### src/logic/cpuSettings.svh
`ifndef CPU_SETTINGS_SVH
`define CPU_SETTINGS_SVH

// Datapath word
`define DATA_W 32

// Register file geometry
`define REG_ADDR_W 5
`define REG_COUNT 32

// First fetch after reset
`define RESET_PC 32'h3000

// Written by jal
`define LINK_REG 5'd31

`endif

### src/logic/cpuPkg.sv
`include "cpuSettings.svh"

package cpuPkg;

	// Decoded instruction, opcNop covers everything outside the subset
	typedef enum logic [3:0] {
		opcNop,
		opcAddu,
		opcSubu,
		opcOri,
		opcLui,
		opcLw,
		opcSw,
		opcBeq,
		opcJ,
		opcJal,
		opcJr
	} opcodeT;

	typedef enum logic [1:0] {
		aluAdd,
		aluSub,
		aluOr,
		aluLui
	} aluOpT;

	typedef enum logic [1:0] {
		wbAlu,
		wbMem,
		wbLink
	} wbSrcT;

	// Tuse or Tnew, in cycles counted from decode
	typedef logic [1:0] tClassT;

	typedef enum logic [1:0] {
		fwdRf,
		fwdMem,
		fwdWb
	} fwdSelT;

	// Operand pick shared by decode and execute
	function automatic logic [`DATA_W-1:0] fwdMux(
		input fwdSelT sel,
		input logic [`DATA_W-1:0] rfVal,
		input logic [`DATA_W-1:0] memVal,
		input logic [`DATA_W-1:0] wbVal
	);
		case (sel)
			fwdMem: return memVal;
			fwdWb: return wbVal;
			default: return rfVal;
		endcase
	endfunction

endpackage

### src/logic/decodeStage.sv
`timescale 1ns/10ps
`include "cpuSettings.svh"

module decodeStage (
	input logic clk,
	input logic arstN,
	input logic stall,
	input logic [`DATA_W-1:0] instData,
	input logic [`DATA_W-1:0] pcPlus4F,
	input logic [`DATA_W-1:0] rfRd1,
	input logic [`DATA_W-1:0] rfRd2,
	input cpuPkg::fwdSelT fwdSel1,
	input cpuPkg::fwdSelT fwdSel2,
	input logic [`DATA_W-1:0] memFwdVal,
	input logic [`DATA_W-1:0] wbFwdVal,
	output logic [`REG_ADDR_W-1:0] rs,
	output logic [`REG_ADDR_W-1:0] rt,
	output logic [`REG_ADDR_W-1:0] dest,
	output cpuPkg::opcodeT opD,
	output cpuPkg::aluOpT aluOp,
	output cpuPkg::wbSrcT wbSrc,
	output logic regWr,
	output logic memWr,
	output cpuPkg::tClassT tUseRs,
	output cpuPkg::tClassT tUseRt,
	output cpuPkg::tClassT tNew,
	output logic [`DATA_W-1:0] imm32,
	output logic [`DATA_W-1:0] opA,
	output logic [`DATA_W-1:0] opB,
	output logic [`DATA_W-1:0] linkAddr,
	output logic branchTaken,
	output logic [`DATA_W-1:0] branchTarget,
	output logic jumpReg,
	output logic [`DATA_W-1:0] regTarget
);

	import cpuPkg::*;

	logic [`DATA_W-1:0] instrD;
	logic [`DATA_W-1:0] pcPlus4D;
	logic [5:0] opcode;
	logic [5:0] funct;
	logic [15:0] imm16;
	logic regWrRaw;

	////////////////////////////////////////
	// Fetch/decode register
	////////////////////////////////////////

	// All zeros decodes as a no-op
	always_ff @(posedge clk or negedge arstN) begin
		if (!arstN) begin
			instrD <= '0;
		end else if (!stall) begin
			instrD <= instData;
		end
	end

	always_ff @(posedge clk) begin
		if (!stall) begin
			pcPlus4D <= pcPlus4F;
		end
	end

	////////////////////////////////////////
	// Decoder
	////////////////////////////////////////

	assign opcode = instrD[31:26];
	assign funct = instrD[5:0];
	assign imm16 = instrD[15:0];
	assign rs = instrD[25:21];
	assign rt = instrD[20:16];

	always_comb begin
		case (opcode)
			6'b000000: begin
				case (funct)
					6'b100001: opD = opcAddu;
					6'b100011: opD = opcSubu;
					6'b001000: opD = opcJr;
					default: opD = opcNop;
				endcase
			end
			6'b001101: opD = opcOri;
			6'b001111: opD = opcLui;
			6'b100011: opD = opcLw;
			6'b101011: opD = opcSw;
			6'b000100: opD = opcBeq;
			6'b000010: opD = opcJ;
			6'b000011: opD = opcJal;
			default: opD = opcNop;
		endcase
	end

	// Tuse of 3 marks an unused source, it can never trigger a stall
	always_comb begin
		aluOp = aluAdd;
		wbSrc = wbAlu;
		regWrRaw = 1'b0;
		memWr = 1'b0;
		dest = rt;
		tUseRs = 2'd3;
		tUseRt = 2'd3;
		tNew = 2'd0;
		case (opD)
			opcAddu, opcSubu: begin
				aluOp = (opD == opcSubu) ? aluSub : aluAdd;
				regWrRaw = 1'b1;
				dest = instrD[15:11];
				tUseRs = 2'd1;
				tUseRt = 2'd1;
				tNew = 2'd1;
			end
			opcOri: begin
				aluOp = aluOr;
				regWrRaw = 1'b1;
				tUseRs = 2'd1;
				tNew = 2'd1;
			end
			opcLui: begin
				aluOp = aluLui;
				regWrRaw = 1'b1;
				tNew = 2'd1;
			end
			opcLw: begin
				wbSrc = wbMem;
				regWrRaw = 1'b1;
				tUseRs = 2'd1;
				tNew = 2'd2;
			end
			opcSw: begin
				memWr = 1'b1;
				tUseRs = 2'd1;
				tUseRt = 2'd2;
			end
			opcBeq: begin
				tUseRs = 2'd0;
				tUseRt = 2'd0;
			end
			opcJal: begin
				wbSrc = wbLink;
				regWrRaw = 1'b1;
				dest = `LINK_REG;
			end
			opcJr: tUseRs = 2'd0;
			default: ;
		endcase
	end

	// Writes to $0 are dropped here, so no later stage sees them
	assign regWr = regWrRaw && (dest != '0);

	// ori and lui take the immediate unsigned
	assign imm32 = (opD == opcOri || opD == opcLui) ? {16'b0, imm16} : {{16{imm16[15]}}, imm16};

	////////////////////////////////////////
	// Operands and control flow
	////////////////////////////////////////

	assign opA = fwdMux(fwdSel1, rfRd1, memFwdVal, wbFwdVal);
	assign opB = fwdMux(fwdSel2, rfRd2, memFwdVal, wbFwdVal);

	assign branchTaken = (opD == opcBeq && opA == opB) || opD == opcJ || opD == opcJal;
	assign branchTarget = (opD == opcBeq) ? pcPlus4D + {imm32[`DATA_W-3:0], 2'b00}
		: {pcPlus4D[`DATA_W-1:28], instrD[25:0], 2'b00};

	assign jumpReg = (opD == opcJr);
	assign regTarget = opA;

	// PC + 8, past the delay slot
	assign linkAddr = pcPlus4D + `DATA_W'(4);

endmodule

### src/logic/executeStage.sv
`timescale 1ns/10ps
`include "cpuSettings.svh"

module executeStage (
	input logic clk,
	input logic arstN,
	input logic bubble,
	input logic [`REG_ADDR_W-1:0] rs,
	input logic [`REG_ADDR_W-1:0] rt,
	input logic [`REG_ADDR_W-1:0] dest,
	input cpuPkg::opcodeT opD,
	input cpuPkg::aluOpT aluOp,
	input cpuPkg::wbSrcT wbSrc,
	input logic regWr,
	input logic memWr,
	input cpuPkg::tClassT tNew,
	input logic [`DATA_W-1:0] opA,
	input logic [`DATA_W-1:0] opB,
	input logic [`DATA_W-1:0] imm32,
	input logic [`DATA_W-1:0] linkAddr,
	input cpuPkg::fwdSelT fwdSelRs,
	input cpuPkg::fwdSelT fwdSelRt,
	input logic [`DATA_W-1:0] memFwdVal,
	input logic [`DATA_W-1:0] wbFwdVal,
	output logic [`REG_ADDR_W-1:0] rsE,
	output logic [`REG_ADDR_W-1:0] rtE,
	output logic [`REG_ADDR_W-1:0] destE,
	output logic regWrE,
	output cpuPkg::tClassT tNewE,
	output cpuPkg::wbSrcT wbSrcE,
	output logic memWrE,
	output logic [`DATA_W-1:0] aluOutE,
	output logic [`DATA_W-1:0] storeDataE,
	output logic [`DATA_W-1:0] linkAddrE
);

	import cpuPkg::*;

	opcodeT opE;
	aluOpT aluOpE;
	logic [`DATA_W-1:0] opAE;
	logic [`DATA_W-1:0] opBE;
	logic [`DATA_W-1:0] immE;
	logic [`DATA_W-1:0] srcA;
	logic [`DATA_W-1:0] srcB;
	logic [`DATA_W-1:0] aluB;

	// Control part of the decode/execute register
	always_ff @(posedge clk or negedge arstN) begin
		if (!arstN) begin
			rsE <= '0;
			rtE <= '0;
			destE <= '0;
			opE <= opcNop;
			aluOpE <= aluAdd;
			wbSrcE <= wbAlu;
			regWrE <= 1'b0;
			memWrE <= 1'b0;
			tNewE <= 2'd0;
		end else if (bubble) begin
			rsE <= '0;
			rtE <= '0;
			destE <= '0;
			opE <= opcNop;
			aluOpE <= aluAdd;
			wbSrcE <= wbAlu;
			regWrE <= 1'b0;
			memWrE <= 1'b0;
			tNewE <= 2'd0;
		end else begin
			rsE <= rs;
			rtE <= rt;
			destE <= dest;
			opE <= opD;
			aluOpE <= aluOp;
			wbSrcE <= wbSrc;
			regWrE <= regWr;
			memWrE <= memWr;
			tNewE <= tNew;
		end
	end

	always_ff @(posedge clk) begin
		opAE <= opA;
		opBE <= opB;
		immE <= imm32;
		linkAddrE <= linkAddr;
	end

	// Results that were not ready in decode arrive here
	assign srcA = fwdMux(fwdSelRs, opAE, memFwdVal, wbFwdVal);
	assign srcB = fwdMux(fwdSelRt, opBE, memFwdVal, wbFwdVal);

	assign aluB = (opE == opcOri || opE == opcLui || opE == opcLw || opE == opcSw) ? immE : srcB;

	always_comb begin
		case (aluOpE)
			aluSub: aluOutE = srcA - aluB;
			aluOr: aluOutE = srcA | aluB;
			aluLui: aluOutE = {aluB[15:0], 16'b0};
			default: aluOutE = srcA + aluB;
		endcase
	end

	assign storeDataE = srcB;

endmodule

### src/logic/fetchUnit.sv
`timescale 1ns/10ps
`include "cpuSettings.svh"

module fetchUnit (
	input logic clk,
	input logic arstN,
	input logic stall,
	input logic branchTaken,
	input logic [`DATA_W-1:0] branchTarget,
	input logic jumpReg,
	input logic [`DATA_W-1:0] regTarget,
	output logic [`DATA_W-1:0] pc,
	output logic [`DATA_W-1:0] pcPlus4
);

	logic [`DATA_W-1:0] pcNext;

	assign pcPlus4 = pc + `DATA_W'(4);

	// jr wins over beq/j/jal, then sequential
	always_comb begin
		if (jumpReg) begin
			pcNext = regTarget;
		end else if (branchTaken) begin
			pcNext = branchTarget;
		end else begin
			pcNext = pcPlus4;
		end
	end

	always_ff @(posedge clk or negedge arstN) begin
		if (!arstN) begin
			pc <= `RESET_PC;
		end else if (!stall) begin
			pc <= pcNext;
		end
	end

	// Targets from decode must keep fetch word aligned
	pcAligned: assert property (@(posedge clk) disable iff (!arstN) pc[1:0] == 2'b00)
		else $error("fetch PC %h not word aligned", pc);

endmodule

### src/logic/hazardUnit.sv
`timescale 1ns/10ps
`include "cpuSettings.svh"

module hazardUnit (
	input logic [`REG_ADDR_W-1:0] rsD,
	input logic [`REG_ADDR_W-1:0] rtD,
	input cpuPkg::tClassT tUseRs,
	input cpuPkg::tClassT tUseRt,
	input logic [`REG_ADDR_W-1:0] rsE,
	input logic [`REG_ADDR_W-1:0] rtE,
	input logic [`REG_ADDR_W-1:0] destE,
	input logic regWrE,
	input cpuPkg::tClassT tNewE,
	input logic [`REG_ADDR_W-1:0] destM,
	input logic regWrM,
	input cpuPkg::tClassT tNewM,
	input logic [`REG_ADDR_W-1:0] destW,
	input logic regWrW,
	output logic stall,
	output logic bubble,
	output cpuPkg::fwdSelT fwdSelRsD,
	output cpuPkg::fwdSelT fwdSelRtD,
	output cpuPkg::fwdSelT fwdSelRsE,
	output cpuPkg::fwdSelT fwdSelRtE
);

	import cpuPkg::*;

	logic stallRs;
	logic stallRt;

	// regWr is never set for $0, so a match implies a real register
	function automatic logic pending(
		input logic [`REG_ADDR_W-1:0] src,
		input tClassT tUse,
		input logic [`REG_ADDR_W-1:0] dst,
		input logic wr,
		input tClassT tNewX
	);
		return wr && dst == src && tUse < tNewX;
	endfunction

	function automatic fwdSelT pickSrc(
		input logic [`REG_ADDR_W-1:0] src,
		input logic [`REG_ADDR_W-1:0] dstM,
		input logic wrM,
		input tClassT tNewAtM,
		input logic [`REG_ADDR_W-1:0] dstW,
		input logic wrW
	);
		if (wrM && dstM == src && tNewAtM == 2'd0) begin
			return fwdMem;
		end
		if (wrW && dstW == src) begin
			return fwdWb;
		end
		return fwdRf;
	endfunction

	////////////////////////////////////////
	// Stall on Tuse < Tnew
	////////////////////////////////////////

	assign stallRs = pending(rsD, tUseRs, destE, regWrE, tNewE)
		|| pending(rsD, tUseRs, destM, regWrM, tNewM);
	assign stallRt = pending(rtD, tUseRt, destE, regWrE, tNewE)
		|| pending(rtD, tUseRt, destM, regWrM, tNewM);

	assign stall = stallRs || stallRt;
	// Held decode instruction must not also enter execute
	assign bubble = stall;

	////////////////////////////////////////
	// Forward selects
	////////////////////////////////////////

	assign fwdSelRsD = pickSrc(rsD, destM, regWrM, tNewM, destW, regWrW);
	assign fwdSelRtD = pickSrc(rtD, destM, regWrM, tNewM, destW, regWrW);
	assign fwdSelRsE = pickSrc(rsE, destM, regWrM, tNewM, destW, regWrW);
	assign fwdSelRtE = pickSrc(rtE, destM, regWrM, tNewM, destW, regWrW);

endmodule

### src/logic/memWbStage.sv
`timescale 1ns/10ps
`include "cpuSettings.svh"

module memWbStage (
	input logic clk,
	input logic arstN,
	input logic [`REG_ADDR_W-1:0] rtE,
	input logic [`REG_ADDR_W-1:0] destE,
	input logic regWrE,
	input cpuPkg::tClassT tNewE,
	input cpuPkg::wbSrcT wbSrcE,
	input logic memWrE,
	input logic [`DATA_W-1:0] aluOutE,
	input logic [`DATA_W-1:0] storeDataE,
	input logic [`DATA_W-1:0] linkAddrE,
	input logic [`DATA_W-1:0] dataRdata,
	output logic [`DATA_W-1:0] dataAddr,
	output logic [`DATA_W-1:0] dataWdata,
	output logic dataWe,
	output logic [`REG_ADDR_W-1:0] destM,
	output logic regWrM,
	output cpuPkg::tClassT tNewM,
	output logic [`DATA_W-1:0] memFwdVal,
	output logic regWe,
	output logic [`REG_ADDR_W-1:0] regAddr,
	output logic [`DATA_W-1:0] regWdata,
	output logic [`DATA_W-1:0] wbPc
);

	import cpuPkg::*;

	logic [`REG_ADDR_W-1:0] rtM;
	wbSrcT wbSrcM;
	wbSrcT wbSrcW;
	logic [`DATA_W-1:0] storeM;
	logic [`DATA_W-1:0] linkM;
	logic [`DATA_W-1:0] aluW;
	logic [`DATA_W-1:0] memDataW;
	logic [`DATA_W-1:0] linkW;

	////////////////////////////////////////
	// Execute/memory register
	////////////////////////////////////////

	always_ff @(posedge clk or negedge arstN) begin
		if (!arstN) begin
			rtM <= '0;
			destM <= '0;
			regWrM <= 1'b0;
			tNewM <= 2'd0;
			wbSrcM <= wbAlu;
			dataWe <= 1'b0;
		end else begin
			rtM <= rtE;
			destM <= destE;
			regWrM <= regWrE;
			// Saturates at ready
			tNewM <= (tNewE == 2'd0) ? 2'd0 : tNewE - 2'd1;
			wbSrcM <= wbSrcE;
			dataWe <= memWrE;
		end
	end

	always_ff @(posedge clk) begin
		dataAddr <= aluOutE;
		storeM <= storeDataE;
		linkM <= linkAddrE;
	end

	// A load just ahead of sw lands in writeback now
	assign dataWdata = (regWe && regAddr == rtM) ? regWdata : storeM;

	assign memFwdVal = (wbSrcM == wbLink) ? linkM : dataAddr;

	////////////////////////////////////////
	// Memory/writeback register
	////////////////////////////////////////

	always_ff @(posedge clk or negedge arstN) begin
		if (!arstN) begin
			regWe <= 1'b0;
			regAddr <= '0;
			wbSrcW <= wbAlu;
		end else begin
			regWe <= regWrM;
			regAddr <= destM;
			wbSrcW <= wbSrcM;
		end
	end

	always_ff @(posedge clk) begin
		aluW <= dataAddr;
		memDataW <= dataRdata;
		linkW <= linkM;
	end

	always_comb begin
		case (wbSrcW)
			wbMem: regWdata = memDataW;
			wbLink: regWdata = linkW;
			default: regWdata = aluW;
		endcase
	end

	// Every instruction carries PC + 8
	assign wbPc = linkW - `DATA_W'(8);

endmodule

### src/logic/mipsCpu.sv
`timescale 1ns/10ps
`include "cpuSettings.svh"

module mipsCpu (
	input logic clk,
	input logic arstN,
	output logic [`DATA_W-1:0] instAddr,
	input logic [`DATA_W-1:0] instData,
	output logic [`DATA_W-1:0] dataAddr,
	output logic [`DATA_W-1:0] dataWdata,
	output logic dataWe,
	input logic [`DATA_W-1:0] dataRdata,
	output logic regWe,
	output logic [`REG_ADDR_W-1:0] regAddr,
	output logic [`DATA_W-1:0] regWdata,
	output logic [`DATA_W-1:0] wbPc
);

	import cpuPkg::*;

	logic stall;
	logic bubble;
	logic branchTaken;
	logic jumpReg;
	logic [`DATA_W-1:0] branchTarget;
	logic [`DATA_W-1:0] regTarget;
	logic [`DATA_W-1:0] pcPlus4;

	// Decode
	logic [`REG_ADDR_W-1:0] rsD;
	logic [`REG_ADDR_W-1:0] rtD;
	logic [`REG_ADDR_W-1:0] destD;
	opcodeT opD;
	aluOpT aluOpD;
	wbSrcT wbSrcD;
	logic regWrD;
	logic memWrD;
	tClassT tUseRs;
	tClassT tUseRt;
	tClassT tNewD;
	logic [`DATA_W-1:0] immD;
	logic [`DATA_W-1:0] opAD;
	logic [`DATA_W-1:0] opBD;
	logic [`DATA_W-1:0] linkD;
	logic [`DATA_W-1:0] rfRd1;
	logic [`DATA_W-1:0] rfRd2;

	// Forwarding
	fwdSelT fwdSelRsD;
	fwdSelT fwdSelRtD;
	fwdSelT fwdSelRsE;
	fwdSelT fwdSelRtE;
	logic [`DATA_W-1:0] memFwdVal;

	// Execute and memory
	logic [`REG_ADDR_W-1:0] rsE;
	logic [`REG_ADDR_W-1:0] rtE;
	logic [`REG_ADDR_W-1:0] destE;
	logic regWrE;
	tClassT tNewE;
	wbSrcT wbSrcE;
	logic memWrE;
	logic [`DATA_W-1:0] aluOutE;
	logic [`DATA_W-1:0] storeDataE;
	logic [`DATA_W-1:0] linkE;
	logic [`REG_ADDR_W-1:0] destM;
	logic regWrM;
	tClassT tNewM;

	fetchUnit i_fetchUnit (
		.clk(clk),
		.arstN(arstN),
		.stall(stall),
		.branchTaken(branchTaken),
		.branchTarget(branchTarget),
		.jumpReg(jumpReg),
		.regTarget(regTarget),
		.pc(instAddr),
		.pcPlus4(pcPlus4)
	);

	decodeStage i_decodeStage (
		.clk(clk),
		.arstN(arstN),
		.stall(stall),
		.instData(instData),
		.pcPlus4F(pcPlus4),
		.rfRd1(rfRd1),
		.rfRd2(rfRd2),
		.fwdSel1(fwdSelRsD),
		.fwdSel2(fwdSelRtD),
		.memFwdVal(memFwdVal),
		.wbFwdVal(regWdata),
		.rs(rsD),
		.rt(rtD),
		.dest(destD),
		.opD(opD),
		.aluOp(aluOpD),
		.wbSrc(wbSrcD),
		.regWr(regWrD),
		.memWr(memWrD),
		.tUseRs(tUseRs),
		.tUseRt(tUseRt),
		.tNew(tNewD),
		.imm32(immD),
		.opA(opAD),
		.opB(opBD),
		.linkAddr(linkD),
		.branchTaken(branchTaken),
		.branchTarget(branchTarget),
		.jumpReg(jumpReg),
		.regTarget(regTarget)
	);

	regFile i_regFile (
		.clk(clk),
		.arstN(arstN),
		.ra1(rsD),
		.ra2(rtD),
		.we(regWe),
		.wa(regAddr),
		.wd(regWdata),
		.rd1(rfRd1),
		.rd2(rfRd2)
	);

	hazardUnit i_hazardUnit (
		.rsD(rsD),
		.rtD(rtD),
		.tUseRs(tUseRs),
		.tUseRt(tUseRt),
		.rsE(rsE),
		.rtE(rtE),
		.destE(destE),
		.regWrE(regWrE),
		.tNewE(tNewE),
		.destM(destM),
		.regWrM(regWrM),
		.tNewM(tNewM),
		.destW(regAddr),
		.regWrW(regWe),
		.stall(stall),
		.bubble(bubble),
		.fwdSelRsD(fwdSelRsD),
		.fwdSelRtD(fwdSelRtD),
		.fwdSelRsE(fwdSelRsE),
		.fwdSelRtE(fwdSelRtE)
	);

	executeStage i_executeStage (
		.clk(clk),
		.arstN(arstN),
		.bubble(bubble),
		.rs(rsD),
		.rt(rtD),
		.dest(destD),
		.opD(opD),
		.aluOp(aluOpD),
		.wbSrc(wbSrcD),
		.regWr(regWrD),
		.memWr(memWrD),
		.tNew(tNewD),
		.opA(opAD),
		.opB(opBD),
		.imm32(immD),
		.linkAddr(linkD),
		.fwdSelRs(fwdSelRsE),
		.fwdSelRt(fwdSelRtE),
		.memFwdVal(memFwdVal),
		.wbFwdVal(regWdata),
		.rsE(rsE),
		.rtE(rtE),
		.destE(destE),
		.regWrE(regWrE),
		.tNewE(tNewE),
		.wbSrcE(wbSrcE),
		.memWrE(memWrE),
		.aluOutE(aluOutE),
		.storeDataE(storeDataE),
		.linkAddrE(linkE)
	);

	memWbStage i_memWbStage (
		.clk(clk),
		.arstN(arstN),
		.rtE(rtE),
		.destE(destE),
		.regWrE(regWrE),
		.tNewE(tNewE),
		.wbSrcE(wbSrcE),
		.memWrE(memWrE),
		.aluOutE(aluOutE),
		.storeDataE(storeDataE),
		.linkAddrE(linkE),
		.dataRdata(dataRdata),
		.dataAddr(dataAddr),
		.dataWdata(dataWdata),
		.dataWe(dataWe),
		.destM(destM),
		.regWrM(regWrM),
		.tNewM(tNewM),
		.memFwdVal(memFwdVal),
		.regWe(regWe),
		.regAddr(regAddr),
		.regWdata(regWdata),
		.wbPc(wbPc)
	);

endmodule

### src/logic/regFile.sv
`timescale 1ns/10ps
`include "cpuSettings.svh"

module regFile (
	input logic clk,
	input logic arstN,
	input logic [`REG_ADDR_W-1:0] ra1,
	input logic [`REG_ADDR_W-1:0] ra2,
	input logic we,
	input logic [`REG_ADDR_W-1:0] wa,
	input logic [`DATA_W-1:0] wd,
	output logic [`DATA_W-1:0] rd1,
	output logic [`DATA_W-1:0] rd2
);

	logic [`DATA_W-1:0] regs [`REG_COUNT];

	always_ff @(posedge clk) begin
		if (we) begin
			regs[wa] <= wd;
		end
	end

	// Same-cycle write returned through the bypass
	assign rd1 = (ra1 == '0) ? '0 : (we && wa == ra1) ? wd : regs[ra1];
	assign rd2 = (ra2 == '0) ? '0 : (we && wa == ra2) ? wd : regs[ra2];

	// Decode filters $0 destinations for the whole pipeline
	noZeroWrite: assert property (@(posedge clk) disable iff (!arstN) we |-> wa != '0)
		else $error("register write to zero reached the register file");

endmodule

### config.mk
export PLATFORM = sky130hd
export DESIGN_NAME = mipsCpu
export DESIGN_NICKNAME = d
export VERILOG_FILES = /design/src/logic/cpuPkg.sv /design/src/logic/decodeStage.sv /design/src/logic/executeStage.sv /design/src/logic/fetchUnit.sv /design/src/logic/hazardUnit.sv /design/src/logic/memWbStage.sv /design/src/logic/mipsCpu.sv /design/src/logic/regFile.sv
export VERILOG_INCLUDE_DIRS = /design/src /design/src/logic
export SDC_FILE = /design/constraint.sdc
export NUM_CORES = 2
export LEC_CHECK = 0
export BUFFER_PORTS_ARGS = -buffer_cell sky130_fd_sc_hd__buf_2
export CAP_MARGIN = 20
export CORE_MARGIN = 2
export CORE_UTILIZATION = 42
export DETAILED_ROUTE_END_ITERATION = 10
export GPL_ROUTABILITY_DRIVEN = 0
export HOLD_SLACK_MARGIN = 0.02
export SKIP_LAST_GASP = 1
export SYNTH_ARGS = -nofsm -noshare
export SYNTH_HDL_FRONTEND = slang
export SYNTH_SLANG_ARGS = --single-unit
### constraint.sdc
create_clock -name clk -period 11.7 [get_ports clk]
set_input_delay 2.34 -clock clk [delete_from_list [all_inputs] [get_ports clk]]
set_output_delay 2.34 -clock clk [all_outputs]
set_load 0.005 [all_outputs]
==> run summary <==
CP required: 12400 ps
PostCTS Resize Cnt: 0
htree depth: 4
worst-case reg-to-reg path depth: 23
r2r setup slk: 4730 ps
HP Class: reg -> reg
final slew viol count: 0
crit path to: i_memWbStage.dataAddr[31]
status: complete, no violations
sw frac: 0.3196
final WL: 268.9 mm
PortBufs: 232
Setup crit start kind: flop
combinational power share: 0.219
GRT Util Overall: 0.3089
CP max FO: 15
Yosys Warn Count: 0
Multi-input gate area: 29550 um2
Seq/Total Area, Yosys: 0.5628
ys flop type: edfxtp_1
# hold bufs at CTS: 0
CTS Buf Count: 155
Hold Startpoint: i_executeStage.linkAddrE[29]
Syn Inst Count: 5191
initial cell density of the core: 0.4227
Max Clock Freq: 143.4 MHz
kind of critical path: reg -> reg
Setup TNS: 0 ps
Pleak: 0.02815 uW
clock sinks: 1444
layout cells sized above 1: 0.2426
vias in the first global route: 48.57k
power density over the cells: 190.6 nW/um2
Max clock buf depth: 3
Largest register FFs: 992
Critical Path, Cell by Cell: xnor2_1 -> and4_1 -> nand2_1 -> a211oi_1 -> o31a_1 -> ha_1 -> a21boi_0 -> and4_1 -> a31oi_1 -> xor2_1 -> ha_1 -> a21o_1 -> a21oi_1 -> o21ai_0 -> a21oi_1 -> nor3b_1 -> a2111oi_0 -> o31ai_1 -> nand2b_1 -> a21o_1 -> a211oi_1 -> xnor2_1 -> o21ai_0
total gr overflow: 0
core area: 167000 um2
crit path time final: 6973 ps
Util after Layout: 0.4796
Final nets: 5546
die width: 414.0 um
die area: 171400 um2
Root Buffer: clkbuf_16
Final Hold Fails: 0
Yosys reg bits: 1444
first-pass GRT wire length: 373.0 mm
reg2reg start: i_memWbStage.regAddr[4]
Synth cell types: 96
Reg power frac: 0.447
RSZ-0062 raised after global routing: false
Worst EP arrival: 7670 ps
Synth Net Count: 5331
Clock Latency Late Sink: 850 ps
CP max stage cell: dfrtp_1
TritonCTS clock tree: done
internal power: 10390 uW
Cell Count, Final, Fillers Out: 7739
Tightest Pin Transition: 1226 ps
register area: 39760 um2
Largest stage delay, worst path: 680 ps
Pwr Total: 15270 uW
WL/cell: 34.74 um
Layout area overhead: 13.48%
antenna-violating nets left: 0
IO Pins: 233
Final setup violation count: 0
Biggest register: i_regFile.regs
Max-Slew Margin vs Limit: 0.1739
vias per std cell: 6.595
Psw: 4881 uW
RR Endpoint: i_memWbStage.dataAddr[31]
EDFF count, synth: 1024
Pre-Repair DR Iteration Count: 6
fin crit share: 0.5960
Die Y: 414.0 um
Worst Setup SP: i_memWbStage.regAddr[4]
# fillers: 14.40k
Setup Fix Bufs, Post-CTS: 0
initial drt markers: 7831
endpoint class of the critical path: flop
DRC viols: 0
initial antenna violation count: 10
# rows: 150
Peak supply drop: 0.1702 mV
synthesized area: 70600 um2
DPL Wire Length: 175.8 mm
DR vias: 51.04k
asr flop ratio synth: 0.07895
Clock power frac: 0.334
Placed Instances: 7449
syn_area_per_cell: 13.60 um2
Clock transition at path regs: 60 ps
largest net degree at the start of global routing: 101
clk_skew: 56.41 ps
Max Cap Viol: 0
[worst min path at each step]
stage | cells past startpoint | to
after floorplan | 0 | i_memWbStage.linkM[0]
after global placement | 0 | i_memWbStage.linkM[15]
after detailed placement | 0 | i_memWbStage.linkM[7]
after CTS | 0 | i_memWbStage.linkM[14]
after global routing | 0 | i_memWbStage.linkM[30]
final | 0 | i_memWbStage.linkM[29]
[critical path, delay by kind of cell, from the launching register on]
family	cells	cell delay [ps]
AOI/OAI and AO/OA	13	3060
and+or+nand+nor	5	1930
DFF	1	680
adders and majority gates	2	610
xor gates and xnor gates	3	530
[logic make-up (layout without fill, tap and decap cells)]
group                    count (synthesis)  after routing  share of synthesized area
flip-flops                            1444           1444                     0.5628
AND/OR/NAND/NOR                       1200           1200                    0.08009
AO/OA/AOI/OAI                         1044           1044                     0.1021
multiplexers                           786            786                     0.1843
buffers and inverters                  403            743                    0.02759
XOR/XNOR                               240            240                    0.02977
adder cells (fa/ha/maj)                 74             74                    0.01333
other                                    0              4                          0
[through the flow]
stage	hold slack, ps	setup WS (ps)	instance area, um2
floorplan	309.6	5148	70600
global placement	309.6	4845	74800
detailed placement	312.1	4880	74830
CTS	325.4	4846	80080
global route	330.5	4353	80100
finish	323.2	4727	80110
[routing by layer]
metal,vias to the layer above,share of wire,GRT usage
met4,6,0.070,0.1833
met2,3554,0.43,0.4582
li1,20860,-,-
met5,-,0.00016,0
met3,749,0.12,0.08162
met1,25870,0.37,0.4082
[placed cells by master, fill, tap and decap left out, drive strengths merged, types with 27 or more instances in the layout]
cell,count
nand3,91
buf,418
o22ai,38
and3,56
inv,57
and2,29
clkinv,44
nand2,427
edfxtp,1024
nor2b,35
nand4,32
mux4,396
dfrtp,112
a22o,27
nand2b,30
mux2,151
o211ai,33
xor2,106
clkbuf,206
mux2i,239
a21oi,186
ha,72
a22oi,112
xnor2,134
nor2,302
nor3,63
a221oi,70
a31oi,54
or3,33
dfxtp,306
o21ai,220
a21o,29
a211oi,47
[area by class of cell]
class | instances | area share
flip-flops and latches | 1444 | 0.4963
multi-input cells | 3344 | 0.3689
clock buffers | 206 | 0.05373
well taps | 2204 | 0.03442
repair buffers | 418 | 0.03270
clock inverters | 76 | 0.01181
inverters | 43 | 0.002046
diodes | 4 | 0.0001249
[Yosys cell counts, types with 21 or more instances]
| master | n | share of area |
|---|---|---|
| and2_1 | 29 | 0.0026 |
| or3_1 | 33 | 0.0029 |
| o21ai_0 | 186 | 0.013 |
| o22ai_1 | 38 | 0.0034 |
| mux2_2 | 150 | 0.024 |
| nand4_1 | 32 | 0.0028 |
| a21oi_1 | 185 | 0.013 |
| o21ai_1 | 34 | 0.0024 |
| o211ai_1 | 33 | 0.0035 |
| mux4_2 | 396 | 0.13 |
| a221oi_1 | 62 | 0.0077 |
| xor2_1 | 106 | 0.013 |
| buf_2 | 90 | 0.0064 |
| nor4_1 | 26 | 0.0023 |
| mux2i_1 | 239 | 0.034 |
| a22o_1 | 27 | 0.0033 |
| o31ai_1 | 24 | 0.0026 |
| buf_4 | 44 | 0.0047 |
| nand2b_1 | 30 | 0.0027 |
| a31oi_1 | 54 | 0.0048 |
| buf_6 | 21 | 0.0033 |
| nor2b_1 | 35 | 0.0031 |
| buf_1 | 46 | 0.0024 |
| dfxtp_1 | 306 | 0.087 |
| nand2_1 | 427 | 0.023 |
| nor2_1 | 299 | 0.016 |
| nand3_1 | 91 | 0.0065 |
| a22oi_1 | 112 | 0.012 |
| nor3_1 | 62 | 0.0044 |
| ha_1 | 72 | 0.013 |
| a211oi_1 | 47 | 0.0050 |
| edfxtp_1 | 1024 | 0.44 |
| inv_1 | 40 | 0.0021 |
| clkbuf_1 | 159 | 0.0085 |
| and3_1 | 56 | 0.0050 |
| xnor2_1 | 134 | 0.017 |
| a21o_1 | 29 | 0.0031 |
| dfrtp_1 | 112 | 0.040 |
[power by group through the flow]
stage / logic (uW) / clock network [uW] / registers [uW]
detailed placement: 3240 / 0 / 6920
global route: 3520 / 5340 / 6850
finish: 3350 / 5100 / 6820
global placement: 3210 / 0 / 6910
floorplan: 1760 / 0 / 6730
CTS: 3250 / 5140 / 6810
Power figures use the tool's default switching activity.
